===== src/ldst_cfg_pkg.sv =====
package ldst_cfg_pkg;

	//////////////////////////////////////////////////
	// Datapath widths

	localparam int WIDTH_DATA	= 32;		// Bank word and APB bus
	localparam int WIDTH_ISSUE	= 8;		// Wraps, ordered by age only
	localparam int WIDTH_STRIDE	= 8;
	localparam int WIDTH_LEN	= 8;
	localparam int WIDTH_PADDR	= 5;		// APB byte address

	//////////////////////////////////////////////////
	// Register map

	localparam logic [WIDTH_PADDR-1:0] ADDR_CMD		= 5'h00;	// Write starts a command
	localparam logic [WIDTH_PADDR-1:0] ADDR_SHAPE	= 5'h04;	// Stride and length
	localparam logic [WIDTH_PADDR-1:0] ADDR_BASE	= 5'h08;	// Start address in the bank
	localparam logic [WIDTH_PADDR-1:0] ADDR_STDATA	= 5'h0C;	// Word written by a store
	localparam logic [WIDTH_PADDR-1:0] ADDR_STATUS	= 5'h10;	// Busy bits and issue number

	// STATUS layout, busy bits sit at the bottom
	localparam int STATUS_ISSUE_LSB	= 8;

endpackage


===== src/ldst_cmd_pkg.sv =====
package ldst_cmd_pkg;

	//////////////////////////////////////////////////
	// CMD register fields

	localparam logic OP_LOAD	= 1'b0;
	localparam logic OP_STORE	= 1'b1;

	localparam int CMD_OP_BIT	= 0;		// Opcode position
	localparam int CMD_LANE_LSB	= 4;		// Lane index, bits 5:4

	// Gap between stride and length in SHAPE
	localparam int WIDTH_SHAPE_PAD	= ldst_cfg_pkg::WIDTH_DATA
									- ldst_cfg_pkg::WIDTH_STRIDE
									- ldst_cfg_pkg::WIDTH_LEN;

	//////////////////////////////////////////////////
	// SHAPE word, raw on the bus, split for the lanes

	typedef union packed {
		logic [ldst_cfg_pkg::WIDTH_DATA-1:0]			raw;
		struct packed {
			logic [ldst_cfg_pkg::WIDTH_STRIDE-1:0]	stride;	// Top byte
			logic [WIDTH_SHAPE_PAD-1:0]				pad;	// Kept for read-back
			logic [ldst_cfg_pkg::WIDTH_LEN-1:0]		len;	// Low byte
		} shape;
	} operand_u;

endpackage


===== src/ldst_lane.sv =====
`timescale 1ns/1ps

module ldst_lane #(
	parameter int DEPTH_BANK	= 64,
	parameter int DEPTH_BUFF	= 8,
	localparam int WIDTH_BANK	= $clog2(DEPTH_BANK)
)(
	input											clock,
	input											rst_n,
	input											req,
	input											op,
	input		[ldst_cfg_pkg::WIDTH_LEN-1:0]		len,
	input		[ldst_cfg_pkg::WIDTH_STRIDE-1:0]	stride,
	input		[WIDTH_BANK-1:0]					base,
	input		[ldst_cfg_pkg::WIDTH_DATA-1:0]		st_data,
	input		[ldst_cfg_pkg::WIDTH_ISSUE-1:0]		issue_no,
	output	logic									busy,
	output	logic									q_valid,
	output	logic	[ldst_cfg_pkg::WIDTH_DATA-1:0]	q_data,
	output	logic	[ldst_cfg_pkg::WIDTH_ISSUE-1:0]	q_issue_no,
	input											q_pop
);
	import ldst_cfg_pkg::*;
	import ldst_cmd_pkg::*;

	localparam int WIDTH_BUFF	= $clog2(DEPTH_BUFF);
	localparam logic [WIDTH_BUFF:0] BUFF_LIMIT = (WIDTH_BUFF+1)'(DEPTH_BUFF);

	logic						active;
	logic						op_q;
	logic [WIDTH_LEN-1:0]		remain;			// Addresses still to visit
	logic [WIDTH_STRIDE-1:0]	stride_q;
	logic [WIDTH_BANK-1:0]		addr;
	logic [WIDTH_DATA-1:0]		st_data_q;
	logic [WIDTH_ISSUE-1:0]		issue_q;
	logic						room;
	logic						step;
	logic						last_push;

	logic [WIDTH_DATA-1:0]		bank [DEPTH_BANK];
	logic [WIDTH_DATA-1:0]		rd_data;
	logic						rd_valid;

	logic [WIDTH_DATA-1:0]		q_mem_data [DEPTH_BUFF];
	logic [WIDTH_ISSUE-1:0]		q_mem_issue [DEPTH_BUFF];
	logic [WIDTH_BUFF-1:0]		wr_ptr;
	logic [WIDTH_BUFF-1:0]		rd_ptr;
	logic [WIDTH_BUFF:0]		count;
	logic						q_take;

	//////////////////////////////////////////////////
	// Address walk

	// Counts the word in flight from the bank as already queued
	assign room			= ({1'b0, count} + {{(WIDTH_BUFF+1){1'b0}}, rd_valid})
							< {1'b0, BUFF_LIMIT};
	assign step			= active & (remain != '0) & ((op_q == OP_STORE) | room);
	assign last_push	= (op_q == OP_LOAD) & (remain == '0) & rd_valid;
	assign busy			= active;

	always_ff @(posedge clock or negedge rst_n) begin
		if (!rst_n) begin
			active	<= 1'b0;
			op_q	<= OP_LOAD;
			remain	<= '0;
		end else if (req && !active && len != '0) begin
			active	<= 1'b1;
			op_q	<= op;
			remain	<= len;
		end else if (active) begin
			if (step)
				remain	<= remain - 1'b1;
			if ((step && op_q == OP_STORE && remain == 1) || last_push)
				active	<= 1'b0;				// Store ends on its last write and a load on its last push
		end
	end

	always_ff @(posedge clock) begin
		if (req && !active) begin
			stride_q	<= stride;
			addr		<= base;
			st_data_q	<= st_data;
			issue_q		<= issue_no;
		end else if (step) begin
			addr		<= addr + WIDTH_BANK'(stride_q);	// Wraps modulo the bank size
		end
	end

	//////////////////////////////////////////////////
	// Bank, registered read

	always_ff @(posedge clock) begin
		if (step) begin
			if (op_q == OP_STORE)
				bank[addr]	<= st_data_q;
			else
				rd_data		<= bank[addr];
		end
	end

	always_ff @(posedge clock or negedge rst_n) begin
		if (!rst_n)
			rd_valid	<= 1'b0;
		else
			rd_valid	<= step & (op_q == OP_LOAD);
	end

	//////////////////////////////////////////////////
	// Load result queue

	assign q_take		= q_pop & q_valid;
	assign q_valid		= (count != '0);
	assign q_data		= q_mem_data[rd_ptr];
	assign q_issue_no	= q_mem_issue[rd_ptr];

	always_ff @(posedge clock) begin
		if (rd_valid) begin
			q_mem_data[wr_ptr]	<= rd_data;
			q_mem_issue[wr_ptr]	<= issue_q;			// Held until the last push
		end
	end

	// Pointers wrap by themselves as the depth is a power of two
	always_ff @(posedge clock or negedge rst_n) begin
		if (!rst_n) begin
			wr_ptr	<= '0;
			rd_ptr	<= '0;
			count	<= '0;
		end else begin
			if (rd_valid)
				wr_ptr	<= wr_ptr + 1'b1;
			if (q_take)
				rd_ptr	<= rd_ptr + 1'b1;
			case ({rd_valid, q_take})
				2'b10:		count <= count + 1'b1;
				2'b01:		count <= count - 1'b1;
				default:	count <= count;
			endcase
		end
	end

endmodule


===== config.mk =====
export PLATFORM = sky130hd
export DESIGN_NAME = ldst_lane
export DESIGN_NICKNAME = d
export VERILOG_FILES = /design/src/ldst_cfg_pkg.sv /design/src/ldst_cmd_pkg.sv /design/src/ldst_lane.sv
export SDC_FILE = /design/constraint.sdc
export NUM_CORES = 2
export LEC_CHECK = 0
export BUFFER_PORTS_ARGS = -buffer_cell sky130_fd_sc_hd__buf_2
export CAP_MARGIN = 5
export CELL_PAD_IN_SITES_DETAIL_PLACEMENT = 0
export CELL_PAD_IN_SITES_GLOBAL_PLACEMENT = 1
export CORE_MARGIN = 8
export CORE_UTILIZATION = 35
export CTS_CLUSTER_DIAMETER = 40
export DETAILED_ROUTE_END_ITERATION = 16
export GPL_ROUTABILITY_DRIVEN = 0
export PLACE_DENSITY = 0.55
export SYNTH_ARGS = -nofsm -noshare
export SYNTH_HDL_FRONTEND = slang
export SYNTH_SLANG_ARGS = --single-unit

===== constraint.sdc =====
create_clock -name clock -period 5.3 [get_ports clock]
set_clock_uncertainty 0.05 [all_clocks]
set_input_delay 1.06 -clock clock [delete_from_list [all_inputs] [get_ports clock]]
set_output_delay 1.06 -clock clock [all_outputs]
set_load 0.01 [all_outputs]

Word-level counts from Yosys, hierarchy flattened
Memory sizes are Yosys's and may differ from the RTL's. A register that Yosys moved wholly into a read port is not among the register bits.
Index checks and enable logic that the tools add are counted.
{"block": "totals", "ff_bits": 73, "latch_bits": 0, "mem_bits_rw": 2368, "mem_bits_ro": 0, "inputBits": 67, "out_inout_bits": 42, "wordCells": 63, "memories": 3}
{"block": "op_classes", "addsub": 7, "n_mul": 0, "n_div": 0, "n_lt_le_gt_ge": 1, "eq_ne": 3, "shift": 0, "mux": 14, "n_bitwise": 8, "n_reduce_logical": 16}
{"name": "bank", "words": 64, "word_bits": 32, "read_ports": 1, "rd_ports_with_merged_regs": 1, "write_ports": 1, "line_no": "ldst_lane.sv:40", "rtl": "logic [WIDTH_DATA-1:0] bank [DEPTH_BANK];"}
{"name": "q_mem_data", "words": 8, "word_bits": 32, "read_ports": 1, "rd_ports_with_merged_regs": 0, "write_ports": 1, "line_no": "ldst_lane.sv:44", "rtl": "logic [WIDTH_DATA-1:0] q_mem_data [DEPTH_BUFF];"}
{"name": "q_mem_issue", "words": 8, "word_bits": 8, "read_ports": 1, "rd_ports_with_merged_regs": 0, "write_ports": 1, "line_no": "ldst_lane.sv:45", "rtl": "logic [WIDTH_ISSUE-1:0] q_mem_issue [DEPTH_BUFF];"}
{"operator": "$mux W8", "count": 3}
{"operator": "$reduce_bool A8 Y1", "count": 2}
{"operator": "$mux W6", "count": 2}
{"operator": "$eq A8 B1 Y1 const B", "count": 1}
{"operator": "$logic_not A8 Y1", "count": 1}
{"operator": "$mux W1", "count": 8}
{"operator": "$pmux W4 S2", "count": 1}
{"operator": "$reduce_bool A2 Y1", "count": 4}
{"operator": "$sub A8 B1 Y8 const B", "count": 1}
{"operator": "$add A3 B1 Y3 const B", "count": 2}
{"operator": "$add A6 B6 Y6", "count": 1}
{"operator": "$and A1 B1 Y1", "count": 6}
{"operator": "$add A4 B1 Y5", "count": 1}
{"operator": "$lt A5 B4 Y1 const B", "count": 1}
{"operator": "$add A4 B1 Y4 const B", "count": 1}
{"operator": "$logic_and A1 B1 Y1", "count": 4}
{"operator": "$reduce_and A2 Y1", "count": 2}
{"operator": "$reduce_bool A4 Y1", "count": 1}
{"operator": "$sub A4 B1 Y4 const B", "count": 1}
{"operator": "$eq A2 B1 Y1 const B", "count": 1}
{"operator": "$eq A2 B2 Y1 const B", "count": 1}
{"operator": "$logic_not A1 Y1", "count": 1}
{"operator": "$logic_or A1 B1 Y1", "count": 1}
{"operator": "$not A1 Y1", "count": 1}
{"operator": "$or A1 B1 Y1", "count": 1}

Longest topological paths before layout
{"block": "logic_depth", "depth_word": 10, "mapped_depth": 12, "depth_no_buf": 11}

Worst setup path before layout
OpenSTA, ideal clock, no wires.
{"block": "synth_timing", "path_kind": "flip-flop to flip-flop", "from": "register rd_valid", "to": "memory q_mem_data[2][0] (enable)", "arrival_time_ns": 3.419, "required_ns": 4.763, "setup_slack_ns": 1.344, "stages_incl_launch_ff": 4, "n_path_buf": 1, "path_cell_list": "dfrtp_1 clkbuf_1 nand2_1 nor3_1"}
{"block": "synth_between", "elab_chain_len": 2}
{"element": "start: declaration", "line_no": "ldst_lane.sv:42", "rtl": "logic rd_valid;"}
{"element": "start signal: assignment", "line_no": "ldst_lane.sv:105", "rtl": "rd_valid <= step & (op_q == OP_LOAD);"}
{"element": "$mux W1", "line_no": "ldst_lane.sv:117", "rtl": "if (rd_valid) begin"}
{"element": "$mux W1 (not written as such)", "line_no": "ldst_lane.sv:118", "rtl": "q_mem_data[wr_ptr] <= rd_data;"}
{"element": "end: declaration", "line_no": "ldst_lane.sv:44"}
Every way passes these cells.

==> reports/metrics.yaml <==
route:
  drt_iter0_markers: 6516
  met3_length_mm: 25.66
  dr.pass1.iters: 7
  drc: 0
  vias: 52880
  wl_met2_mm: 148.4
  wl_mm: 318.0
  wl_per_cell_um: 34.16
  drt-met1-wl_mm: 133.1
  topRoutingLayerUsed: "met5"
  drt-vias-per-instance: 5.681
  ant_nets: 0
cts:
  post_cts_resized: 0
  post_cts_buffers: 0
  cts_buffers: 386
  clk_latency_ns: 0.88
  ctsLongestPathBuffers: 4
  cts_tree: "built"
  cts_root_buf: "clkbuf_16"
  cts.sinks: 2473
  hold_buffers: 0
  htree_levels: 5
  clkTransAtPathRegs_ns: 0.05
die:
  dieWidth_um: 537.2
  core_area_um2: 270500
  chipHeight_um: 537.2
  rows: 191
  io-pin-count: 109
  start_util_pct: 35.15
  die-area_um2: 288600
critical_path:
  crit_path_top_delay_cell: "nor2_4"
  cp_max_fo: 14
  cp_common_cell: "buf_4"
  crit_required_ns: 5.74
  worstPathCellList: "buf_4, nor2_4, buf_4, a221o_1, a21oi_1, a2111oi_0, buf_4, nand4_1"
  reg2reg_slack_ns: 0.90
  start_kind: "flip-flop"
  arrival_ns: 4.84
  crit_path_end_kind: "flip-flop"
  worstSetupPathType: "reg -> reg"
  max_stage_delay_ns: 0.84
synth:
  synth-edff-count: 2452
  ys_ff_latch: 2473
  synth_nets: 5011
  synth_ff_type: "edfxtp_1"
  syn_avg_cell_area_um2: 19.29
  yosys-top-cells-area: "edfxtp_1 (77%), mux4_2 (5.2%), mux2i_1 (3.1%)"
  netlist_area_um2: 95090
  ys_types: 79
  ys_warn_count: 0
  synth_top_area_share_pct: 77.43
  yosysMostFrequentCell: "edfxtp_1"
  synthArstFlopShare_pct: 0.8492
  ys_seq_area_share_pct: 77.99
  synth_top_cell_by_area: "edfxtp_1"
  ys_top_cells_by_count: "edfxtp_1 (2452), mux2i_1 (290), mux4_2 (218), nor2_1 (202), a21oi_1 (188)"
  postSynthCellCount: 4930
global_route:
  grt_pass1_wl_mm: 433.6
  grt_max_degree: 84
  grt_pass1_vias: 51670
  grt_overflow: 0
  gr-usage-all-layers_pct: 21.44
  antenna_found_initial: 26
min_path:
  min_path_type: "in -> async"
timing:
  finalMaxSlewViolations: 0
  fin_setup_tns_ns: 0
  setup_viol: 0
  maxSlewHeadroom_pct: 5.508
  tightest_slew_ns: 1.403
  holdWs_ns: 0.08771
  rsz0062_at_grt: "false"
  setup_ws_ns: 0.9020
  fmax_ghz: 0.2274
  timing.final.crit_share_pct: 82.98
  hold_viol: 0
  period_needed_ns: 4.398
finish:
  fillCellCount: 23590
  area.growth.synth_to_final_pct: 21.44
  nNetsFinal: 5490
  fin_area_um2: 115500
  drive_gt1_share_pct: 27.48
power_and_ir_drop:
  p_per_area_nw_per_um2: 605.8
  vdd_drop_max_v: 0.0003700
  finalPower_w: 0.06996
  p_leak_nw: 37.66
place:
  placed_area_um2: 102000
  dp_hpwl_mm: 183.0
  preCtsSetupSlack_ns: 0.9234
  numPortBuffers: 106
outcome:
  outcome: "finished clean"
run:
  maxCapViolCount: 0
## final timing paths
kind | from | to | cells past startpoint
worst max-delay path | addr[1] | rd_data[28] | 8
worst min-delay path | rst_n | rd_ptr[1] | 1
worst max register to register | addr[1] | rd_data[28] | 8
worst min register to register | count[3] | count[3] | 1
max in group asynchronous | rst_n | count[0] | 1
min in group clock | issue_no[5] | issue_q[5] | 1
## where the power goes
part           leakage, nW  switching (W)  internal [W]
Sequential            22.3       0.000847        0.0230
Combinational         8.87         0.0133       0.00669
Clock                 6.44        0.00949        0.0166
## through the flow
stage                     std cells  util (%)
final                          9308     42.69
after global placement         8591     37.70
after CTS                      9298     42.68
after detailed placement       8591     37.70
after floorplan                4930         -
after global routing           9299     42.68
## logic make-up after synthesis
group	count (synthesis)	share of synthesized area [%]
simple gates	468	2.212
xor+xnor	14	0.1290
fa+ha+maj	14	0.1921
mux	707	10.74
flops	2473	77.99
buf+inv	331	1.909
compound gates	923	6.834
## layout by cell type (no fill, tap or decap), types with 60 or more instances in the layout
| cell | n |
|---|---|
| nor2_4 | 73 |
| edfxtp_1 | 2452 |
| nand2_1 | 130 |
| o21ai_0 | 141 |
| mux4_2 | 218 |
| nor2_1 | 127 |
| o22ai_1 | 91 |
| a221oi_1 | 151 |
| buf_2 | 106 |
| mux2i_1 | 290 |
| buf_12 | 60 |
| clkbuf_16 | 389 |
| a22oi_1 | 105 |
| bufinv_16 | 62 |
| mux2_2 | 187 |
| buf_4 | 241 |
| a21oi_1 | 188 |
## critical path: cells and delay by family (launching register included)
family,cells,cell delay (ns)
AOI/OAI and AO/OA,3,1.00
and+or+nand+nor,2,1.20
DFF,1,0.68
buffers and inverters,3,0.98
## routing by layer
| metal | GRT usage [%] | vias to the layer above |
|---|---|---|
| met5 | 0 | - |
| met4 | 7.217 | 4 |
| met3 | 3.989 | 479 |
| met2 | 34.19 | 2432 |
| met1 | 29.67 | 28420 |
| li1 | - | 21550 |
## sequential cells by signal, indices dropped and copies added (netlist names)
name	flops
addr	6
busy	1
wr_ptr	3
remain	8
rd_ptr	3
bank	2048
q_mem_issue	64
op_q	1
count	4
issue_q	8
rd_valid	1
stride_q	6
st_data_q	32
rd_data	32
q_mem_data	256
## layout make-up
class                   count  area [um^2]  area share (%)
multi-input cells        2126        19760           17.11
clock buffers             410         9833           8.515
repair buffers            407         3541           3.066
well taps                3570         4467           3.868
diodes                     10        25.02         0.02167
flip-flops and latches   2473        74160           64.22
clock inverters           297         3622           3.137
inverters                  15        67.56         0.05851
(Power assumes the default switching activity.)
