===== src/ldst_cfg_pkg.sv =====
package ldst_cfg_pkg;

	//////////////////////////////////////////////////
	// Datapath widths

	localparam int WIDTH_DATA	= 32;		// Bank word and APB bus
	localparam int WIDTH_ISSUE	= 8;		// Wraps, ordered by age only
	localparam int WIDTH_STRIDE	= 8;
	localparam int WIDTH_LEN	= 8;
	localparam int WIDTH_PADDR	= 5;		// APB byte address

	//////////////////////////////////////////////////
	// Register map

	localparam logic [WIDTH_PADDR-1:0] ADDR_CMD		= 5'h00;	// Write starts a command
	localparam logic [WIDTH_PADDR-1:0] ADDR_SHAPE	= 5'h04;	// Stride and length
	localparam logic [WIDTH_PADDR-1:0] ADDR_BASE	= 5'h08;	// Start address in the bank
	localparam logic [WIDTH_PADDR-1:0] ADDR_STDATA	= 5'h0C;	// Word written by a store
	localparam logic [WIDTH_PADDR-1:0] ADDR_STATUS	= 5'h10;	// Busy bits and issue number

	// STATUS layout, busy bits sit at the bottom
	localparam int STATUS_ISSUE_LSB	= 8;

endpackage


===== src/ldst_cmd_pkg.sv =====
package ldst_cmd_pkg;

	//////////////////////////////////////////////////
	// CMD register fields

	localparam logic OP_LOAD	= 1'b0;
	localparam logic OP_STORE	= 1'b1;

	localparam int CMD_OP_BIT	= 0;		// Opcode position
	localparam int CMD_LANE_LSB	= 4;		// Lane index, bits 5:4

	// Gap between stride and length in SHAPE
	localparam int WIDTH_SHAPE_PAD	= ldst_cfg_pkg::WIDTH_DATA
									- ldst_cfg_pkg::WIDTH_STRIDE
									- ldst_cfg_pkg::WIDTH_LEN;

	//////////////////////////////////////////////////
	// SHAPE word, raw on the bus, split for the lanes

	typedef union packed {
		logic [ldst_cfg_pkg::WIDTH_DATA-1:0]			raw;
		struct packed {
			logic [ldst_cfg_pkg::WIDTH_STRIDE-1:0]	stride;	// Top byte
			logic [WIDTH_SHAPE_PAD-1:0]				pad;	// Kept for read-back
			logic [ldst_cfg_pkg::WIDTH_LEN-1:0]		len;	// Low byte
		} shape;
	} operand_u;

endpackage


===== src/ldst_issue.sv =====
`timescale 1ns/1ps

module ldst_issue #(
	parameter int N_LANES		= 4,
	parameter int DEPTH_BANK	= 64,
	localparam int WIDTH_BANK	= $clog2(DEPTH_BANK)
)(
	input											clock,
	input											rst_n,
	input											psel,
	input											penable,
	input											pwrite,
	input		[ldst_cfg_pkg::WIDTH_PADDR-1:0]		paddr,
	input		[ldst_cfg_pkg::WIDTH_DATA-1:0]		pwdata,
	output	logic	[ldst_cfg_pkg::WIDTH_DATA-1:0]	prdata,
	output	logic									pready,
	output	logic									pslverr,
	input		[N_LANES-1:0]						busy,		// One per lane
	output	logic	[ldst_cfg_pkg::WIDTH_ISSUE-1:0]	next_issue_no,
	output	logic	[N_LANES-1:0]					req,		// One-cycle dispatch
	output	logic									op,
	output	logic	[ldst_cfg_pkg::WIDTH_LEN-1:0]	len,
	output	logic	[ldst_cfg_pkg::WIDTH_STRIDE-1:0]	stride,
	output	logic	[WIDTH_BANK-1:0]				base,
	output	logic	[ldst_cfg_pkg::WIDTH_DATA-1:0]	st_data,
	output	logic	[ldst_cfg_pkg::WIDTH_ISSUE-1:0]	issue_no
);
	import ldst_cfg_pkg::*;
	import ldst_cmd_pkg::*;

	localparam int WIDTH_LANE	= (N_LANES > 1) ? $clog2(N_LANES) : 1;

	operand_u					shape_q;		// SHAPE register
	logic [WIDTH_DATA-1:0]		base_q;
	logic [WIDTH_DATA-1:0]		stdata_q;
	logic [WIDTH_ISSUE-1:0]		issue_cnt;		// Number given to the next command

	logic						sel_cmd;
	logic						sel_shape;
	logic						sel_base;
	logic						sel_stdata;
	logic						sel_status;
	logic						mapped;
	logic [WIDTH_LANE-1:0]		lane_sel;
	logic						cmd_wr;
	logic						cmd_hold;
	logic						access;

	//////////////////////////////////////////////////
	// APB decode

	assign sel_cmd		= (paddr == ADDR_CMD);
	assign sel_shape	= (paddr == ADDR_SHAPE);
	assign sel_base		= (paddr == ADDR_BASE);
	assign sel_stdata	= (paddr == ADDR_STDATA);
	assign sel_status	= (paddr == ADDR_STATUS);
	assign mapped		= sel_cmd | sel_shape | sel_base | sel_stdata | sel_status;

	assign lane_sel		= pwdata[CMD_LANE_LSB +: WIDTH_LANE];
	assign cmd_wr		= psel & penable & pwrite & sel_cmd;
	assign cmd_hold		= cmd_wr & busy[lane_sel];		// Target lane still walking

	assign pready		= ~cmd_hold;
	assign pslverr		= psel & penable & ~mapped;
	assign access		= psel & penable & pready;		// Completing cycle

	//////////////////////////////////////////////////
	// Registers and issue counter

	always_ff @(posedge clock or negedge rst_n) begin
		if (!rst_n) begin
			shape_q		<= '0;
			base_q		<= '0;
			stdata_q	<= '0;
			issue_cnt	<= '0;
		end else if (access && pwrite) begin
			if (sel_shape)
				shape_q.raw	<= pwdata;
			if (sel_base)
				base_q		<= pwdata;
			if (sel_stdata)
				stdata_q	<= pwdata;
			if (sel_cmd)
				issue_cnt	<= issue_cnt + 1'b1;	// Each accepted command once
		end
	end

	// Read mux, CMD reads as zero
	always_comb begin
		prdata = '0;
		case (paddr)
			ADDR_SHAPE:		prdata = shape_q.raw;
			ADDR_BASE:		prdata = base_q;
			ADDR_STDATA:	prdata = stdata_q;
			ADDR_STATUS: begin
				prdata[N_LANES-1:0]						= busy;
				prdata[STATUS_ISSUE_LSB +: WIDTH_ISSUE]	= issue_cnt;
			end
			default:		prdata = '0;
		endcase
	end

	//////////////////////////////////////////////////
	// Dispatch

	always_comb begin
		req = '0;
		if (cmd_wr && !cmd_hold)
			req[lane_sel] = 1'b1;
	end

	// Shared command bus, qualified by req
	assign op				= pwdata[CMD_OP_BIT];
	assign len				= shape_q.shape.len;
	assign stride			= shape_q.shape.stride;
	assign base				= base_q[WIDTH_BANK-1:0];
	assign st_data			= stdata_q;
	assign issue_no			= issue_cnt;
	assign next_issue_no	= issue_cnt;

endmodule


===== config.mk =====
export PLATFORM = sky130hd
export DESIGN_NAME = ldst_issue
export DESIGN_NICKNAME = d
export VERILOG_FILES = /design/src/ldst_cfg_pkg.sv /design/src/ldst_cmd_pkg.sv /design/src/ldst_issue.sv
export SDC_FILE = /design/constraint.sdc
export NUM_CORES = 1
export LEC_CHECK = 0
export BUFFER_PORTS_ARGS = -buffer_cell sky130_fd_sc_hd__buf_2
export CELL_PAD_IN_SITES_DETAIL_PLACEMENT = 1
export CELL_PAD_IN_SITES_GLOBAL_PLACEMENT = 1
export CORE_MARGIN = 3
export CORE_UTILIZATION = 41
export CTS_BUF_LIST = sky130_fd_sc_hd__clkbuf_8 sky130_fd_sc_hd__clkbuf_16
export DETAILED_ROUTE_END_ITERATION = 10
export PLACE_DENSITY_LB_ADDON = 0.1
export SLEW_MARGIN = 20
export SYNTH_ARGS = -nofsm -noshare
export SYNTH_HDL_FRONTEND = slang
export SYNTH_SLANG_ARGS = --single-unit

===== constraint.sdc =====
create_clock -name clock -period 1.7 [get_ports clock]
set_input_delay 0.17 -clock clock [delete_from_list [all_inputs] [get_ports clock]]
set_output_delay 0.17 -clock clock [all_outputs]
set_load 0.02 [all_outputs]

# Word-level counts from Yosys, hierarchy flattened
# Cells that the tools add are included.
word_totals:
  ff_bits: 104
  output_inout_bits: 109
classes:
  eq_ne: 4
  bitwise: 12
  n_addsub: 1
  n_lt_le_gt_ge: 2
  n_reduce_logical: 9
  n_mux: 9
op_table:
  columns: ["op", "n"]
  rows:
  - ["case mux 16 bit (3 select lines)", 1]
  - ["case mux 8 bit (4 select lines)", 1]
  - ["case mux 4 bit (4 select lines)", 1]
  - ["case mux 4 bit (3 select lines)", 1]
  - ["== test 5 x 4 -> 1 bit (second input constant)", 2]
  - ["adder 8 x 1 -> 8 bit (second input constant)", 1]
  - ["AND reduction 2 bit", 4]
  - ["AND 1 bit", 6]
  - ["== test 5 x 3 -> 1 bit (second input constant)", 1]
  - ["== test 5 bit (second input constant)", 1]
  - ["logical NOT 5 bit", 1]
  - ["two-way mux 4 bit", 1]
  - ["bitwise OR 1 bit", 4]
  - ["logical AND 1 bit", 3]
  - ["< comparator 2 x 3 -> 1 bit (second input constant)", 1]
  - ["binary-select mux 1 bit (select 2 bit)", 1]
  - ["demux 1 bit (select 2 bit)", 1]
  - [">= comparator 2 x 1 -> 1 bit (second input constant)", 1]
  - ["two-way mux 1 bit", 2]
  - ["inverter 1 bit", 2]
  - ["logical NOT 1 bit", 1]

# Longest topological paths before layout
# Gate-level depths: netlist of run 1.
logic_depth:
  depth_word: 8
  ltp_mapped: 6

# Worst setup path before layout of run 1
# Ideal clock, no wire load.
synth_timing:
  path_kind: "in2out"
  start: "in pwdata[5] (netlist bit)"
  end: "out req[0]"
  slack_ps: -182
  stages: 4
  required_ps: 1530
  arrival_ps: 1712
  n_path_buf: 1
  path_cell_list: "mux4_2 > nor4_4 > buf_6 > nor3b_1"
synth_via:
  elab_chain_len: 6
  elab_cells_between_ends: 11
  classes_between: "order compare (2); mux (5); bitwise (1); reduce/logical (3)"
synth_rtl:
  columns: ["item", "line_no", "text"]
  rows:
  - ["start, declared", "ldst_issue.sv:14", "input [ldst_cfg_pkg::WIDTH_DATA-1:0] pwdata,"]
  - ["parallel branches: the longest is 5 deep, another holds < comparator 2 x 3 -> 1 bit", null, null]
  - ["two-way mux 4 bit (*)", "ldst_issue.sv:108", "if (cmd_wr && !cmd_hold)"]
  - ["end, declared", "ldst_issue.sv:20", "output logic [N_LANES-1:0] req,"]
# Mark *: on every way between the ends. The select of a mux whose other input is x is not followed.

# Final worst setup path of run 1
layout_timing:
  start: "in busy[0]"
  end: "out req[0]"
layout_via:
  elab_chain_len: 6
layout_rtl:
  columns: ["item", "line_no", "text"]
  rows:
  - ["start, declared", "ldst_issue.sv:18", "input [N_LANES-1:0] busy,"]
  - ["binary-select mux 1 bit (select 2 bit)", "ldst_issue.sv:61", "assign cmd_hold = cmd_wr & busy[lane_sel];"]
  - ["two-way mux 1 bit (implied by the code)", "ldst_issue.sv:61", null]
  - ["AND 1 bit", "ldst_issue.sv:61", null]
  - ["logical NOT 1 bit", "ldst_issue.sv:108", null]
  - ["logical AND 1 bit", "ldst_issue.sv:108", null]
  - ["two-way mux 4 bit", "ldst_issue.sv:108", null]
# No other way between the ends. The select of a mux whose other input is x is not followed.

==> results.json, run 1 <==
{
  "antenna_cells": 0,
  "post_drt_via_cell_ratio": 5.22,
  "first_global_vias": 4197,
  "avgSynthCellArea_sq_um": 12.7,
  "place_congestion": 0.808,
  "start_kind": "input pin",
  "synth_area_leader_cell": "dfrtp_1",
  "hp-start": "pwdata[2]",
  "clk_slew_on_worst_s_h_paths_ns": 0.07,
  "die_area_sq_mm": 0.0138,
  "num-nets-final": 589,
  "share_of_the_synthesized_area_in_the_top_cell_type": 0.509,
  "worstHoldPathType": "input pin to register",
  "relSlewSlack": 0.722,
  "timing_max_transition_violations_final": 0,
  "core_area_sq_mm": 0.0121,
  "cts.root.buffer_cell": "clkbuf_16",
  "grt_first_pass_wirelength_microns": 23400,
  "initial_core_utilization": 0.422,
  "critPathSlowestCell": "mux4_2",
  "rrSetupSlack_ns": 0.44,
  "ys_top_cells_by_area": "dfrtp_1 51%, mux2_2 25%, a22oi_1 5.4%",
  "p_r_area_growth_vs_syn_pct": 26.4,
  "p_leak_nw": 3.41,
  "drt_iter0_drc": 169,
  "report.power.total_mw": 5.64,
  "cts_htree_levels": 3,
  "worstSetupEndpointType": "output port",
  "setup.worst_path.class": "input pin to output port",
  "synthDistinctLibCells": 34,
  "final_layout_size_suffix_gt1_frac": 0.600,
  "synth_top_flop_cell": "dfrtp_1",
  "r2r_start": "issue_no[0]",
  "worst-r2r-cell-count": 4,
  "synth_seq_area_share": 0.509,
  "detailroute.via_count": 3731,
  "number_of_buffers_created_by_cts": 9,
  "worst_hold_path.num_cells": 2,
  "place.detailed.hpwl_microns": 10100,
  "fmax_ghz": 0.582,
  "fill_cells": 1338,
  "maximum_number_of_pins_on_one_net_before_global_route_repair": 46,
  "wire_per_inst_microns": 20.2,
  "grt_antenna_before_repair": 0,
  "synth_seq_cells": 104,
  "timing.clock.skew_ns": 0.000464,
  "final-setup-viol-count": 2,
  "globalRouteTotalUtil": 0.213,
  "holdWs_ns": 0.0731,
  "power_density_relative_to_cell_area_mw_per_mm2": 874,
  "cts_tree": "built",
  "timing.rr.end": "issue_no[6]",
  "placedCellCount": 696,
  "critPathMaxStageDelay_ns": 0.52,
  "fp-row-count": 40,
  "grt_setup_unrepaired": "yes",
  "max-vdd-ir-drop_mv": 0.599,
  "timing.hold.worst_endpoint": "st_data[2]",
  "fin_crit_ns": 1.72,
  "critPathBufInv": 2,
  "worst_slack_ns": -0.0184,
  "place_worst_setup_slack_ns": -0.230,
  "final-hold-violation-count": 0,
  "clock_sinks": 104,
  "layout_cells_excl_fill": 715,
  "synth_warnings": 0,
  "crit_path_start": "busy[0]",
  "crit_required_ns": 1.53,
  "final.period_utilization": 1.01,
  "clk_latency_ns": 0.34,
  "port-buffer-count": 154,
  "ys_top_cells_by_count": "113 x mux2_2, 104 x dfrtp_1, 37 x a22oi_1, 31 x buf_4, 31 x nor2_1",
  "route.antenna.remaining_nets": 0,
  "post_synth_instance_area_sq_mm": 0.00511,
  "ioPinCount": 155,
  "die_w_microns": 118,
  "synth-edff-count": 0,
  "detail_route.first_pass.iterations": 4,
  "crit_arrival_ns": 1.55,
  "status": "finished with violations",
  "worst_slew_pin_slew_ns": 0.417,
  "kind_of_cell_adding_the_most_delay_to_the_critical_path": "simple AND/OR/NAND/NOR gates",
  "drt_wl_total_microns": 14400,
  "violations": "negative setup slack",
  "dieHeight_microns": 118,
  "syn_nets": 450,
  "worstPathMaxFanout": 5,
  "cap_viol_max_count": 0,
  "max-clock-path-buffers": 2,
  "share_of_synthesized_flip_flops_with_an_asynchronous_set_or_reset": 1.00,
  "synthCells": 403,
  "drc_violations": 0,
  "globalRoute.totalOverflow": 0,
  "crit_chain": "buf_2 -> mux4_2 -> nor4_4 -> nor3b_2 -> buf_4",
  "most_repeated_cell_in_the_gate_level_netlist_after_synthesis": "mux2_2"
}
-- worst reg2reg max path, stage by stage (launching register included) --
cell and delay, ns:
dfrtp_1 0.48, ha_1 0.24, and3_1 0.17, nand4_1 0.11, xnor2_1 0.15
-- logic make-up after synthesis --
kind of cell | Yosys count | share of synthesized area
buffers and inverters | 57 | 0.0686
AND/OR/NAND/NOR | 66 | 0.0710
XOR/XNOR | 7 | 0.0120
adder cells (fa/ha/maj) | 1 | 0.00245
AO/OA/AOI/OAI | 50 | 0.0744
flip-flops | 104 | 0.509
multiplexers | 118 | 0.262
-- layout make-up --
type                            count  area (sq um)  area share
Clock buffer                       12           267      0.0413
Timing Repair Buffer              185          1170       0.181
Multi-Input combinational cell    242          2190       0.339
Tap cell                          168           210      0.0326
Sequential cell                   104          2600       0.403
Clock inverter                      4          20.0     0.00310
-- how the worst max path moves through the flow --
stage	endpoint	slack, ns	depth (start not counted)
3_3_place_gp	issue_no[4]	-0.17	6
5_1_grt	req[0]	-0.08	5
3_5_place_dp	issue_no[3]	-0.23	6
2_1_floorplan	prdata[7]	0.02	6
4_1_cts	req[0]	-0.06	5
6_report	req[0]	-0.02	5
-- stage by stage --
step / area, sq um / util / setup TNS (ns)
after floorplan: 5110 / - / 0
after CTS: 6410 / 0.529 / -0.137
after detailed placement: 6080 / 0.502 / -1.74
after global placement: 6080 / 0.502 / -1.32
final: 6460 / 0.533 / -0.0297
after global routing: 6460 / 0.533 / -0.232
-- registers in the layout (all words and copies together) (netlist names) --
signal / count
st_data: 32
base_q: 32
shape_q: 32
issue_no: 8
-- routing by layer --
| layer | global-route usage | routed length [microns] |
|---|---|---|
| met1 | 0.263 | 6070 |
| met2 | 0.370 | 7520 |
| met3 | 0.0505 | 732 |
| met4 | 0.0630 | 128 |
| met5 | 0 | 0 |
-- placed cells by master, fill, tap and decap left out, types with 2 or more instances in the layout --
cell type  instances
a22oi_1           34
nor2b_1            3
buf_6              5
mux2_1             4
clkbuf_8           3
nand4_1            4
buf_4             23
and3_1             4
mux2_2           113
nand2_1            5
o22ai_1            2
or2_2              2
clkbuf_16          9
a22oi_2            3
nand2_2            2
a221o_1            7
nor2_1            31
o21ai_0            3
and3_2             2
dfrtp_1          104
buf_2            145
inv_1              2
and2_1             2
xnor2_1            6
buf_12             9
nor3b_2            2
-- timing repair --
| action | 4_1_cts | 5_1_grt |
|---|---|---|
| pin swaps | 1 | 3 |
| gates resized for setup | 6 | 11 |
| hold buffers | 1 | 0 |
| endpoints found under the setup margin | 4 | 20 |
| setup buffers | 1 | 1 |
| endpoints found under the hold margin | 26 | 0 |
-- power breakdown --
part	internal [mW]	switching, mW	leakage [nW]
clock network	1.10	0.883	0.147
logic	0.387	0.479	1.84
registers	2.66	0.126	1.42
total	4.15	1.49	3.41
Note: power is estimated with default switching activity, not from simulation.
==> inputs of run 2 (changes only) <==
BUFFER_PORTS_ARGS = -buffer_cell sky130_fd_sc_hd__buf_4   (was -buffer_cell sky130_fd_sc_hd__buf_2)
==> run 2 against run 1 <==
  * The run now ends clean
  * Clock power fell by 6%
  * Design area grew 5.1%
  * Cell count is 0.14% higher
  * Core utilization increased by 2.7 points
  * Combinational power rose by 10%
  * Sequential power about the same
  * Register-to-register slack lost 0.04 ns
  * Critical path type unchanged
==> results.json, run 2 (synthesized netlist as in run 1, its figures left out) <==
{
  "die_area_sq_mm": 0.0138,
  "cts.root.buffer_cell": "clkbuf_16",
  "route.antenna.remaining_nets": 0,
  "post-route-util": 0.561,
  "grt_setup_unrepaired": "yes",
  "globalRoute.totalOverflow": 0,
  "power_density_relative_to_cell_area_mw_per_mm2": 827,
  "report.power.total_mw": 5.62,
  "core_area_sq_mm": 0.0121,
  "worstSetupEndpointType": "output port",
  "clk_slew_on_worst_s_h_paths_ns": 0.07,
  "wl_met1_microns": 5920,
  "fp-row-count": 40,
  "place.detailed.hpwl_microns": 10400,
  "setup.worst_path.class": "input pin to output port",
  "first_global_vias": 4234,
  "drc_violations": 0,
  "kind_of_cell_adding_the_most_delay_to_the_critical_path": "multiplexers",
  "p_r_area_growth_vs_syn_pct": 32.9,
  "relSlewSlack": 0.678,
  "grt_antenna_before_repair": 0,
  "detail_route.first_pass.iterations": 4,
  "detailroute.via_count": 3775,
  "drt_wl_total_microns": 14400,
  "post_drt_via_cell_ratio": 5.27,
  "critPathMaxStageDelay_ns": 0.54,
  "final-setup-viol-count": 0,
  "globalRouteTotalUtil": 0.213,
  "dieHeight_microns": 118,
  "final_layout_size_suffix_gt1_frac": 0.602,
  "drt_iter0_drc": 145,
  "timing.clock.skew_ns": 0.000609,
  "max-vdd-ir-drop_mv": 0.751,
  "grt_first_pass_wirelength_microns": 23200,
  "status": "finished, final reports clean",
  "layout.cells.most_common_list": "171 x buf_4, 113 x mux2_2, 104 x dfrtp_1",
  "die_w_microns": 118,
  "number_of_buffers_created_by_cts": 9,
  "maximum_number_of_pins_on_one_net_before_global_route_repair": 50,
  "worst_slew_pin_slew_ns": 0.481,
  "maxUsedRoutingLayer": "met4",
  "critPathBufInv": 3,
  "met3RoutedLength_microns": 897,
  "crit_required_ns": 1.53,
  "cts_htree_levels": 3,
  "detailroute.wirelength.met2_microns": 7460,
  "initial_core_utilization": 0.422,
  "clock_sinks": 104,
  "num-nets-final": 591,
  "port-buffer-count": 154,
  "timing_max_transition_violations_final": 0,
  "ioPinCount": 155,
  "setup_total_negative_slack_ns": 0,
  "worstPathMaxFanout": 5,
  "p_leak_nw": 3.43,
  "final-hold-violation-count": 0,
  "antenna_cells": 0,
  "worstHoldPathType": "input pin to register",
  "crit_arrival_ns": 1.52,
  "fin_crit_ns": 1.69,
  "start_kind": "input pin",
  "critPathSlowestCell": "mux4_2",
  "final.period_utilization": 0.996,
  "cts_tree": "built",
  "max-clock-path-buffers": 2,
  "wire_per_inst_microns": 20.1,
  "place_congestion": 0.774,
  "mostFrequentLayoutCell": "buf_4",
  "cap_viol_max_count": 0,
  "crit_chain": "buf_8 -> mux4_2 -> nor4_4 -> buf_6 -> nor3b_2 -> buf_4",
  "clk_latency_ns": 0.35,
  "fmax_ghz": 0.590
}
-- run 2: changes by cell type in the layout (fill, tap and decap cells not counted), sizes merged --
cell | before | now
clkbuf | 13 | 9
buf | 183 | 186
inv | 2 | 4
clkinv | 1 | 2
clkinvlp | 1 | 0
-- run 2: final timing paths --
kind                       slack [ns]         from          end  depth (start not counted)
max                             0.006    pwdata[5]       req[0]                          6
min                              0.05   pwdata[19]   base_q[19]                          2
max reg2reg                      0.40  issue_no[0]  issue_no[7]                          4
min reg2reg                      0.51  shape_q[16]  shape_q[16]                          1
max in group asynchronous        0.88        rst_n  shape_q[27]                          3
min in group asynchronous        0.26        rst_n   st_data[2]                          2
-- run 2: repair_timing --
item,CTS,global route
setup buffers,2,0
pin swaps,1,2
setup endpoints to repair,5,16
gates resized for setup,8,8
hold endpoints to repair,19,0
hold buffers,1,0
-- run 2: worst register-to-register path, delay by kind of cell, from the launching register on --
family	cells	cell delay (ns)
xor+xnor	1	0.15
flops	1	0.49
simple gates	3	0.54
-- run 2: routing by layer --
metal / track usage / up-vias
met5: 0 / -
met4: 0.0440 / 0
met3: 0.0769 / 10
met2: 0.378 / 98
met1: 0.249 / 1968
li1: - / 1699
-- run 2: final cells by class --
class	count	area, sq um
timing repair buffer	187	1530
fill	1295	5320
multi-input combinational	242	2190
clock inverter	6	30.0
clock buffer	9	225
tap	168	210
sequential	104	2600
-- run 2: report_power, final --
part	internal, mW	total (mW)	switching (mW)	leakage, nW
Combinational	0.479	0.955	0.477	1.87
Clock	0.969	1.86	0.894	0.139
Sequential	2.66	2.80	0.134	1.42
Total	4.11	5.62	1.50	3.43
-- run 2: stage by stage --
stage / instance area, sq um / cells / hold slack [ns] / setup slack, ns
2_1_floorplan: 5110 / 403 / -0.126 / 0.0155
3_3_place_gp: 6450 / 698 / 0.0834 / -0.0813
3_5_place_dp: 6450 / 698 / 0.0903 / -0.118
4_1_cts: 6760 / 716 / 0.0395 / -0.0137
5_1_grt: 6790 / 716 / 0.0431 / -0.0826
6_report: 6790 / 716 / 0.0499 / 0.00623
