===== config.mk =====
export PLATFORM = sky130hd
export DESIGN_NAME = ldst_writeback
export DESIGN_NICKNAME = d
export VERILOG_FILES = /design/src/ldst_cfg_pkg.sv /design/src/ldst_writeback.sv
export SDC_FILE = /design/constraint.sdc
export NUM_CORES = 1
export LEC_CHECK = 0
export ABC_CLOCK_PERIOD_IN_PS = 13780
export BUFFER_PORTS_ARGS = -buffer_cell sky130_fd_sc_hd__buf_2
export CORE_MARGIN = 5
export CORE_UTILIZATION = 41
export DETAILED_ROUTE_END_ITERATION = 8
export PLACE_DENSITY_LB_ADDON = 0.08
export SYNTH_ARGS = -nofsm -noshare
export SYNTH_HDL_FRONTEND = slang
export SYNTH_SLANG_ARGS = --single-unit
export TNS_END_PERCENT = 30

===== constraint.sdc =====
create_clock -name vclk -period 13.78
set_input_delay 4.134 -clock vclk [all_inputs]
set_output_delay 4.134 -clock vclk [all_outputs]
set_load 0.02 [all_outputs]

===== src/ldst_cfg_pkg.sv =====
package ldst_cfg_pkg;

	//////////////////////////////////////////////////
	// Datapath widths

	localparam int WIDTH_DATA	= 32;		// Bank word and APB bus
	localparam int WIDTH_ISSUE	= 8;		// Wraps, ordered by age only
	localparam int WIDTH_STRIDE	= 8;
	localparam int WIDTH_LEN	= 8;
	localparam int WIDTH_PADDR	= 5;		// APB byte address

	//////////////////////////////////////////////////
	// Register map

	localparam logic [WIDTH_PADDR-1:0] ADDR_CMD		= 5'h00;	// Write starts a command
	localparam logic [WIDTH_PADDR-1:0] ADDR_SHAPE	= 5'h04;	// Stride and length
	localparam logic [WIDTH_PADDR-1:0] ADDR_BASE	= 5'h08;	// Start address in the bank
	localparam logic [WIDTH_PADDR-1:0] ADDR_STDATA	= 5'h0C;	// Word written by a store
	localparam logic [WIDTH_PADDR-1:0] ADDR_STATUS	= 5'h10;	// Busy bits and issue number

	// STATUS layout, busy bits sit at the bottom
	localparam int STATUS_ISSUE_LSB	= 8;

endpackage


===== src/ldst_writeback.sv =====
`timescale 1ns/1ps

module ldst_writeback #(
	parameter int N_LANES		= 4,
	localparam int WIDTH_LANE	= (N_LANES > 1) ? $clog2(N_LANES) : 1
)(
	input		[N_LANES-1:0]									q_valid,
	input		[N_LANES-1:0][ldst_cfg_pkg::WIDTH_DATA-1:0]		q_data,
	input		[N_LANES-1:0][ldst_cfg_pkg::WIDTH_ISSUE-1:0]	q_issue_no,
	output	logic	[N_LANES-1:0]								q_pop,
	input		[ldst_cfg_pkg::WIDTH_ISSUE-1:0]					next_issue_no,
	output	logic												wb_valid,
	input														wb_ready,
	output	logic	[ldst_cfg_pkg::WIDTH_DATA-1:0]				wb_data,
	output	logic	[ldst_cfg_pkg::WIDTH_ISSUE-1:0]				wb_issue_no,
	output	logic	[WIDTH_LANE-1:0]							wb_lane
);
	import ldst_cfg_pkg::*;

	logic [WIDTH_ISSUE-1:0]		age [N_LANES];
	logic [WIDTH_ISSUE-1:0]		best_age;
	logic [WIDTH_LANE-1:0]		sel;
	logic						found;

	//////////////////////////////////////////////////
	// Oldest head select

	// Older command, larger distance back from the issue counter
	always_comb begin
		for (int i = 0; i < N_LANES; i++)
			age[i] = next_issue_no - q_issue_no[i];
	end

	always_comb begin
		found		= 1'b0;
		sel			= '0;
		best_age	= '0;
		for (int i = 0; i < N_LANES; i++) begin
			if (q_valid[i] && (!found || age[i] > best_age)) begin	// Strict, lower lane wins ties
				found		= 1'b1;
				sel			= WIDTH_LANE'(i);
				best_age	= age[i];
			end
		end
	end

	//////////////////////////////////////////////////
	// Write-back port

	assign wb_valid		= found;
	assign wb_data		= q_data[sel];
	assign wb_issue_no	= q_issue_no[sel];
	assign wb_lane		= sel;

	always_comb begin
		q_pop = '0;
		if (wb_valid && wb_ready)
			q_pop[sel] = 1'b1;					// Only the presented lane
	end

endmodule


==> Word level (Yosys, flattened, before mapping) <==
Cells that the tools add are included.
{ "word_totals": {"reg_bits": 0, "inputBits": 173, "out_inout_bits": 47} }
{ "op_classes": {"add_sub_neg": 4, "n_lt_le_gt_ge": 5, "muxes": 17, "n_reduce_logical": 11} }
{ "op_table": {"columns": ["op", "count"], "rows": [
  ["$bmux 32 s2", 1],
  ["$mux 32", 1],
  ["$mux 8", 4],
  ["$sub 8x8->8", 4],
  ["$gt 8x8->1", 3],
  ["$bmux 8 s2", 1],
  ["$mux 1", 6],
  ["$logic_and 1x1->1", 5],
  ["$mux 2", 2],
  ["$mux 4", 1],
  ["$logic_not 1->1", 3],
  ["$logic_or 1x1->1", 3],
  ["$lt 2x3->1 const B", 1],
  ["$demux 1 s2", 1],
  ["$ge 2x1->1 const B", 1]
]} }

==> Logic depth before layout (Yosys ltp) <==
Gate-level depths: netlist of run 1.
{ "depth": {"ltp_word": 19, "depth_mapped": 36} }

==> Least setup slack after synthesis of run 1 <==
Ideal clock, no wire load.
{ "synth_timing": {"kind": "input to output", "from": "input port next_issue_no[0] (netlist name)", "to": "output port wb_data[10] (netlist name)", "arrival_time_ns": 9.830, "slack_ns": -0.184, "stages": 33, "cell_sequence": "inv_1 > ha_1 > inv_1 > fa_1 > a21oi_1 > a2bb2oi_1 > nor4_1 > a211o_1 > inv_1 > ha_1 > nand3_1 > nor2_1 > o31ai_2 > a41o_1 > buf_4 > buf_4 > a21oi_1 > nor2_1 > ha_1 > nand3_1 > o41ai_4 > a21oi_2 > buf_2 > buf_2 > o31ai_1 > ha_1 > nor2b_1 > o211ai_1 > a21oi_1 > o221ai_2 > clkbuf_1 > a32oi_1 > o21ai_1"} }
{ "synth_between": {"elab_chain_cells": 16} }
{ "synth_lines": {"columns": ["element", "line_no", "rtl"], "rows": [
  ["start: declaration", "ldst_writeback.sv:11", "input [ldst_cfg_pkg::WIDTH_ISSUE-1:0] next_issue_no,"],
  ["$sub 8x8->8", "ldst_writeback.sv:31", "age[i] = next_issue_no - q_issue_no[i];"],
  ["$mux 8", "ldst_writeback.sv:39", "if (q_valid[i] && (!found || age[i] > best_age)) begin"],
  ["$gt 8x8->1", "ldst_writeback.sv:39", null],
  ["$logic_or 1x1->1", "ldst_writeback.sv:39", null],
  ["$logic_and 1x1->1", "ldst_writeback.sv:39", null],
  ["$mux 8 or $mux 1 (tied branches)", "ldst_writeback.sv:39", null],
  ["$gt 8x8->1 or $logic_not 1->1 (tied branches)", "ldst_writeback.sv:39", null],
  ["$logic_or 1x1->1", "ldst_writeback.sv:39", null],
  ["$logic_and 1x1->1", "ldst_writeback.sv:39", null],
  ["$mux 8 or $mux 1 (tied branches)", "ldst_writeback.sv:39", null],
  ["$gt 8x8->1 or $logic_not 1->1 (tied branches)", "ldst_writeback.sv:39", null],
  ["$logic_or 1x1->1", "ldst_writeback.sv:39", null],
  ["$logic_and 1x1->1", "ldst_writeback.sv:39", null],
  ["$mux 2 *", "ldst_writeback.sv:39", null],
  ["$bmux 32 s2 *", "ldst_writeback.sv:51", "assign wb_data = q_data[sel];"],
  ["$mux 32 (not written as such) *", "ldst_writeback.sv:51", null],
  ["end: declaration", "ldst_writeback.sv:14", "output logic [ldst_cfg_pkg::WIDTH_DATA-1:0] wb_data,"]
]} }
Every way passes the cells marked *; elsewhere a longest branch is shown, timed or not. The select of a mux whose other input is x is not followed.

==> Worst setup path in the final report of run 1 <==
{ "layout_timing": {"from": "input port next_issue_no[0] (netlist name)", "to": "output port wb_data[0] (netlist name)"} }
Same word-level chain as after synthesis.

==> impl_metrics.py, run 1 <==
metrics = {
    "route": {
        "drt-pass1-iter-count": 5,
        "antenna_left": 0,
        "drc_errors": 0,
        "drtIter0Drc": 229,
        "viasPerCell": 5.754,
        "finalWirelength_mm": 16.53,
        "post_drt_wl_per_cell_um": 19.85,
        "vias": 4793,
    },
    "final_layout": {
        "seq_cells": 0,
        "fillCellCount": 462,
        "final_common_cell": "buf_2",
        "area_growth_pct": 96.72,
        "diodes": 0,
        "seq_area_um2": 0,
        "fin_nets": 962,
        "final_util": 0.8364,
        "layout-drive-gt1-share": 0.6443,
        "clock_buffers": 0,
        "fin_cells": 833,
        "final_cell_mix": "180 x buf_2, 76 x buf_4, 42 x mux2i_1, 42 x buf_6, 40 x inv_1",
    },
    "placed_design": {
        "place_congestion": 0.8753,
        "post-place-cells": 794,
        "portBuffers": 220,
        "dpl.hpwl_mm": 11.58,
        "place_ws_ns": -0.4084,
    },
    "setup_path": {
        "cp-end-kind": "output port",
        "worstSetupPathType": "in2out",
        "crit_path_start_kind": "input pin",
        "worstSetupStartpoint": "next_issue_no[0]",
        "cp_max_fo": 7,
        "slowest_delay_ns": 0.37,
        "cp.required_ns": 9.65,
        "arrival_ns": 9.92,
        "critPathSlowestCell": "fa_2",
        "endpoint": "wb_data[0]",
    },
    "synthesis": {
        "avgSynthCellArea_um2": 7.493,
        "synth_seq_area_share": 0,
        "synth_top_cells_by_area": "ha_1 20%, mux2i_1 14%, a32oi_1 9.0%",
        "syn-cell-area_um2": 3319,
        "synth_top_area_cell": "ha_1",
        "syn_inst": 443,
        "yosys_warnings": 0,
        "synth_top_area_share": 0.1960,
        "synth.net_count": 672,
        "synth_cell_types": 55,
    },
    "floorplanning": {
        "dieArea_um2": 9996,
        "io_pins": 220,
        "die_w_um": 99.98,
        "initial_core_util": 0.4252,
        "rows": 32,
        "fp.dieH_um": 99.98,
        "core_um2": 7807,
    },
    "sta": {
        "setup_tns_ns": -9.846,
        "min_period_over_period": 1.020,
        "slew_violations": 0,
        "tightestPinTransition_ns": 0.5868,
        "timing.slew.headroom": 0.6058,
        "hold_viol": 0,
        "rsz0062_at_grt": "yes",
        "finalSetupViolations": 46,
        "post-route-worst-setup-slack_ns": -0.2736,
        "fin_crit_ns": 14.05,
        "clock.fmax_mhz": 71.16,
    },
    "outcome": {
        "violations": "setup timing",
        "outcome": "complete, but fails checks",
    },
    "grt": {
        "grt_pass1_wl_mm": 24.63,
        "grt_pass1_vias": 5016,
        "grt_usage": 0.2977,
        "grt_max_degree": 19,
        "grt_overflow": 0,
        "antenna_found_initial": 0,
    },
    "power_and_ir_drop": {
        "vdd_ir_drop_max_mv": 0.09507,
        "power_density_nw_per_um2": 137.6,
        "p_leak_nw": 3.147,
    },
    "hold_path": {
        "hold_path.class": "in2out",
    },
    "flow_run": {
        "cap_violations": 0,
    },
}
power breakdown:
part           switching (mW)  total [mW]  internal [mW]
combinational           0.459       0.898          0.439
sequential                  0           0              0
clock                       0           0              0
total                   0.459       0.898          0.439
worst min-delay path by stage:
| stage | start | to | slack [ns] | cells after the start |
|---|---|---|---|---|
| global route | q_data[103] | wb_data[7] | 8.59 | 4 |
| CTS | q_data[109] | wb_data[13] | 8.57 | 4 |
| floorplan | q_issue_no[26] | wb_issue_no[2] | 8.42 | 2 |
| global placement | q_data[105] | wb_data[9] | 8.60 | 4 |
| detailed placement | q_data[126] | wb_data[30] | 8.60 | 4 |
| finish | q_data[120] | wb_data[24] | 8.57 | 4 |
cell type report:
type / instances / area [um2] / share of cell area
inverters: 46 / 182.7 / 0.02797
well taps: 102 / 127.6 / 0.01954
repair buffers: 313 / 2297 / 0.3518
multi-input cells: 372 / 3923 / 0.6007
synth_stat cells (6+ instances only):
master	count
nand2_1	26
nand3_1	6
nor2b_1	8
o21ai_0	8
xor2_1	8
nand2b_1	6
a21oi_1	18
buf_6	7
xnor2_1	13
ha_1	52
clkbuf_1	9
a32oi_1	34
mux2i_1	46
nor2_1	28
nor3_1	7
o221ai_2	7
inv_1	45
o21ai_1	38
logic make-up after synthesis:
logic type      count (synthesis)  share of synthesized area
simple gates                  103                     0.1545
fa+ha+maj                      56                     0.2201
buf+inv                        71                     0.1025
compound gates                143                     0.3185
xor+xnor                       21                    0.05541
mux                            49                     0.1489
what timing repair did:
action,4_1_cts,5_1_grt
pin swaps,46,16
cloned,7,1
gates resized for setup,185,37
setup endpoints to repair,46,46
setup buffers,24,8
hold buffers,0,0
worst max-delay path: cells and delay by family:
family | cells | cell delay, ns
simple gates | 5 | 0.55
compound gates | 13 | 2.22
fa+ha+maj | 5 | 1.38
buf+inv | 13 | 1.63
metal layers:
layer | global-route usage | vias to the layer above | share of wire
li1 | - | 2274 | -
met1 | 0.3677 | 2240 | 0.40
met2 | 0.5490 | 233 | 0.51
met3 | 0.04100 | 46 | 0.067
met4 | 0.05907 | 0 | 0.028
met5 | 0 | - | 0
per-stage QoR:
step,power (mW),hold WS [ns],area (um2)
after floorplan,0.3933,8.415,3503
after global placement,0.5708,8.599,5015
after detailed placement,0.5796,8.600,5015
after CTS,0.8264,8.573,6243
after global routing,0.9468,8.589,6530
final,0.8984,8.573,6530
Power figures use the tool's default switching activity.
==> inputs of run 2 (changes only) <==
Settings changed: ABC_AREA set to 1, ABC_CLOCK_PERIOD_IN_PS 13780 to 15050, CORE_UTILIZATION 41 to 47, GPL_ROUTABILITY_DRIVEN set to 0.
Clock period 13.78 ns to 15.05 ns, I/O delays scaled along.
==> run 2 against run 1 <==
The run now ends clean. Combinational power shrank 40%. Setup slack improved by 0.75 ns. Worst hold slack better by 0.82 ns. First-iteration DRC count grew 27%. Count of clock-buffer cells in the layout is the same. Die area decreased by 2.6%. Critical path type unchanged.
==> impl_metrics.py, run 2 <==
metrics = {
    "outcome": {
        "outcome": "finished, final reports clean",
    },
    "sta": {
        "min_period_over_period": 0.9680,
        "slew_violations": 0,
        "rsz0062_at_grt": "no",
        "setup_tns_ns": 0,
        "fin_crit_ns": 14.57,
        "timing.slew.headroom": 0.6635,
        "clock.fmax_mhz": 68.64,
        "tightestPinTransition_ns": 0.4984,
        "hold_viol": 0,
        "post-route-worst-setup-slack_ns": 0.4812,
        "finalSetupViolations": 0,
    },
    "setup_path": {
        "arrival_ns": 10.05,
        "crit_path_start_kind": "input pin",
        "cp.required_ns": 10.54,
        "critPathSlowestCell": "fa_2",
        "cp_max_fo": 40,
        "slowest_delay_ns": 0.38,
        "cp-end-kind": "output port",
        "path_common_cell": "nand2_1",
        "worstSetupPathType": "in2out",
    },
    "synthesis": {
        "synth_top_cells_by_area": "nand3_1 24%, ha_1 18%, nand2_1 17%",
        "synth_common_cells": "177 x nand3_1, 168 x nand2_1, 113 x inv_1, 52 x ha_1, 28 x a21oi_1",
        "synth_top_area_share": 0.2397,
        "syn-cell-area_um2": 3696,
        "synth_cell_types": 35,
        "yosys_warnings": 0,
        "synth_seq_area_share": 0,
        "synth.net_count": 895,
        "avgSynthCellArea_um2": 5.550,
        "synth_top_area_cell": "nand3_1",
        "syn_inst": 666,
        "synth_most_common_cell": "nand3_1",
    },
    "final_layout": {
        "diodes": 0,
        "seq_area_um2": 0,
        "area_growth_pct": 32.16,
        "final_common_cell": "buf_2",
        "seq_cells": 0,
        "fin_area_um2": 4885,
        "fin_nets": 1100,
        "fin_cells": 971,
        "clock_buffers": 0,
        "layout-drive-gt1-share": 0.2946,
        "final_cell_mix": "220 x buf_2, 177 x nand3_1, 168 x nand2_1",
    },
    "floorplanning": {
        "initial_core_util": 0.4808,
        "fp.dieH_um": 98.68,
        "io_pins": 220,
        "core_um2": 7687,
        "rows": 32,
        "dieArea_um2": 9738,
        "die_w_um": 98.68,
    },
    "route": {
        "wl_met3_mm": 1.225,
        "drc_errors": 0,
        "viasPerCell": 5.373,
        "dr_wl_met2_mm": 7.286,
        "post_drt_wl_per_cell_um": 15.27,
        "top_layer": "met4",
        "finalWirelength_mm": 14.82,
        "drt-pass1-iter-count": 5,
        "m1WireLength_mm": 5.560,
        "drtIter0Drc": 291,
        "antenna_left": 0,
        "vias": 5217,
    },
    "grt": {
        "grt_max_degree": 81,
        "grt_overflow": 0,
        "grt_usage": 0.2691,
        "grt_pass1_wl_mm": 22.08,
        "grt_pass1_vias": 4674,
        "antenna_found_initial": 0,
    },
    "flow_run": {
        "cap_violations": 0,
    },
    "placed_design": {
        "portBuffers": 220,
        "post-place-cells": 962,
        "dpl.hpwl_mm": 12.11,
        "placed_cell_area_um2": 4723,
        "place_ws_ns": 0.09283,
    },
    "hold_path": {
        "hold_path.class": "in2out",
        "min_path_cells": 4,
    },
    "power_and_ir_drop": {
        "power_density_nw_per_um2": 111.1,
        "p_leak_nw": 3.015,
        "vdd_ir_drop_max_mv": 0.07242,
    },
    "clocking": {
        "hold_buffers": 0,
    },
}
==> run 2: cells by family after synthesis <==
group,after synthesis,share of synthesized area
AND/OR/NAND/NOR,387,0.4729
XOR/XNOR,20,0.04739
buffers and inverters,147,0.1872
AO/OA/AOI/OAI,56,0.09479
adder cells (fa/ha/maj),56,0.1977
==> run 2: layout make-up <==
class / count / area [um2]
inverter: 116 / 469.2
tap: 102 / 127.6
timing repair inverter: 1 / 16.27
fill: 778 / 2803
timing repair buffer: 233 / 1241
multi-input combinational: 519 / 3030
==> run 2: path summary, 6_finish.rpt <==
path | start | end | slack [ns]
max | next_issue_no[0] | wb_issue_no[4] | 0.48
min | q_data[37] | wb_data[5] | 9.39
==> run 2: repair_timing <==
item / 4_1_cts / 5_1_grt
setup buffers: 0 / 7
setup endpoints to repair: 0 / 43
resized for setup: 0 / 18
==> run 2: worst max-delay path, delay by kind of cell <==
kind	cells	cell delay, ns
buffers and inverters	6	0.72
AND/OR/NAND/NOR	31	3.26
adder cells (fa/ha/maj)	5	1.43
AO/OA/AOI/OAI	1	0.11
==> run 2: layer usage <==
layer  track usage  up-vias
li1              -     2581
met4        0.1134        0
met2        0.4982      254
met5             0        -
met1        0.3147     2338
met3       0.02335       44
==> run 2: power by group <==
part | leakage [nW] | total (mW) | switching (mW) | internal [mW]
clock network | 0 | 0 | 0 | 0
logic | 3.02 | 0.543 | 0.354 | 0.189
registers | 0 | 0 | 0 | 0
==> run 2: stage by stage <==
step / utilization / power, mW / hold WS [ns]
after floorplan: - / 0.3817 / 9.180
after global placement: 0.6144 / 0.4958 / 9.390
after detailed placement: 0.6144 / 0.5041 / 9.394
after CTS: 0.6144 / 0.5063 / 9.396
after global routing: 0.6354 / 0.5954 / 9.418
final: 0.6354 / 0.5428 / 9.392
==> inputs of run 3 (changes only) <==
Settings changed: CORE_MARGIN 5 to 3.
==> run 3 against run 2 <==
Count of clock-buffer cells in the layout did not move. Critical path depth rose by 2. Final cell count fell by 0.10%. Final area barely moved. Worst hold slack got worse by 0.00077 ns. Global-route usage rose by 1.1 points. Non-clock buffer count rose by 1. Wire length fell by 4.3%. Flip-flop and latch count did not move. Total power fell by 1.8%. Largest power group unchanged. Highest routed layer unchanged.
==> impl_metrics.py, run 3 (same netlist as run 2, synthesis figures left out) <==
metrics = {
    "outcome": {
        "outcome": "finished, final reports clean",
    },
    "power_and_ir_drop": {
        "power_frac_seq": 0,
        "power.share.clock": 0,
        "p_int_mw": 0.1879,
        "power_density_nw_per_um2": 109.2,
        "swShare": 0.6475,
        "switchingPower_mw": 0.3452,
        "power.share.combinational": 1.000,
        "p_leak_nw": 3.017,
        "vdd_ir_drop_max_mv": 0.06650,
    },
    "grt": {
        "antenna_found_initial": 0,
        "grt_max_degree": 81,
        "grt_pass1_vias": 4618,
        "grt_usage": 0.2802,
        "grt_overflow": 0,
        "grt_pass1_wl_mm": 20.93,
    },
    "placed_design": {
        "dpl.hpwl_mm": 11.53,
        "placed_cell_area_um2": 4735,
        "portBuffers": 220,
        "post-place-cells": 961,
    },
    "route": {
        "post_drt_wl_per_cell_um": 14.62,
        "drt-pass1-iter-count": 5,
        "antenna_left": 0,
        "viasPerCell": 5.276,
        "drtIter0Drc": 294,
        "vias": 5118,
        "drc_errors": 0,
        "finalWirelength_mm": 14.18,
    },
    "floorplanning": {
        "initial_core_util": 0.4963,
        "die_w_um": 94.68,
        "core_um2": 7447,
        "dieArea_um2": 8964,
        "io_pins": 220,
        "fp.dieH_um": 94.68,
        "rows": 31,
    },
    "setup_path": {
        "critPathSlowestCell": "ha_2",
        "cp.required_ns": 10.54,
        "arrival_ns": 9.96,
        "worstSetupPathType": "in2out",
        "cp-end-kind": "output port",
        "slowest_delay_ns": 0.39,
        "path_common_cell": "nand2_1",
        "cp_max_fo": 21,
        "crit_path_start_kind": "input pin",
    },
    "final_layout": {
        "seq_area_um2": 0,
        "final_util": 0.6554,
        "diodes": 0,
        "seq_cells": 0,
        "area_growth_pct": 32.06,
        "fin_cells": 970,
        "final_cell_mix": "220 x buf_2, 177 x nand3_1, 168 x nand2_1",
        "final_common_cell": "buf_2",
        "fin_area_um2": 4881,
        "fin_nets": 1102,
        "clock_buffers": 0,
        "layout-drive-gt1-share": 0.2974,
    },
    "sta": {
        "clock.fmax_mhz": 69.06,
        "tightestPinTransition_ns": 0.4236,
        "min_period_over_period": 0.9621,
        "hold_viol": 0,
        "timing.slew.headroom": 0.7140,
        "fin_crit_ns": 14.48,
        "finalSetupViolations": 0,
        "slew_violations": 0,
    },
    "flow_run": {
        "cap_violations": 0,
    },
    "clocking": {
        "hold_buffers": 0,
    },
    "hold_path": {
        "hold_path.class": "in2out",
    },
}
-- run 3: changes by cell type in the layout (fill, tap and decap cells not counted), sizes merged --
cell / previous run / this run
buf: 232 / 233
nand2: 174 / 175
-- run 3: through the flow --
step                setup TNS [ns]  hold slack [ns]  setup WS [ns]  total power, mW
floorplan                        0            9.180          1.143           0.3817
global placement                 0            9.386         0.3083           0.4918
detailed placement               0            9.391         0.2063           0.5003
CTS                              0            9.392         0.2014           0.5028
global route              -0.03180            9.413       -0.01501           0.5934
finish                           0            9.391         0.5707           0.5332
-- run 3: final timing paths --
check / cells past startpoint / slack (ns) / from / to
worst max-delay path: 45 / 0.57 / next_issue_no[2] / wb_issue_no[2]
worst min-delay path: 4 / 9.39 / q_data[54] / wb_data[22]
-- run 3: worst max-delay path, delay by kind of cell --
family,cells,cell delay (ns)
and+or+nand+nor,32,3.00
AOI/OAI and AO/OA,3,0.44
adders and majority gates,4,1.25
buffers and inverters,6,0.74
-- run 3: layout make-up --
type,count,area (um2)
fillers,747,2566
inverters,116,461.7
multi-input cells,520,3023
well taps,99,123.9
repair buffers,234,1256
repair inverters,1,16.27
-- run 3: repair_timing --
item / in CTS / in global routing
setup endpoints to repair: 0 / 42
gates resized for setup: 0 / 12
buffers inserted: 0 / 6
-- run 3: power by group through the flow --
stage / logic, mW / clock network, mW / registers [mW]
floorplan: 0.382 / 0 / 0
global placement: 0.492 / 0 / 0
detailed placement: 0.500 / 0 / 0
CTS: 0.503 / 0 / 0
global route: 0.593 / 0 / 0
finish: 0.533 / 0 / 0
-- run 3: layer usage --
| layer | routed length (um) | global-route usage | up-vias |
|---|---|---|---|
| met4 | 348 | 0.05288 | 0 |
| li1 | - | - | 2591 |
| met5 | 0 | 0 | - |
| met3 | 1069 | 0.03108 | 36 |
| met2 | 6891 | 0.4938 | 209 |
| met1 | 5874 | 0.3682 | 2282 |
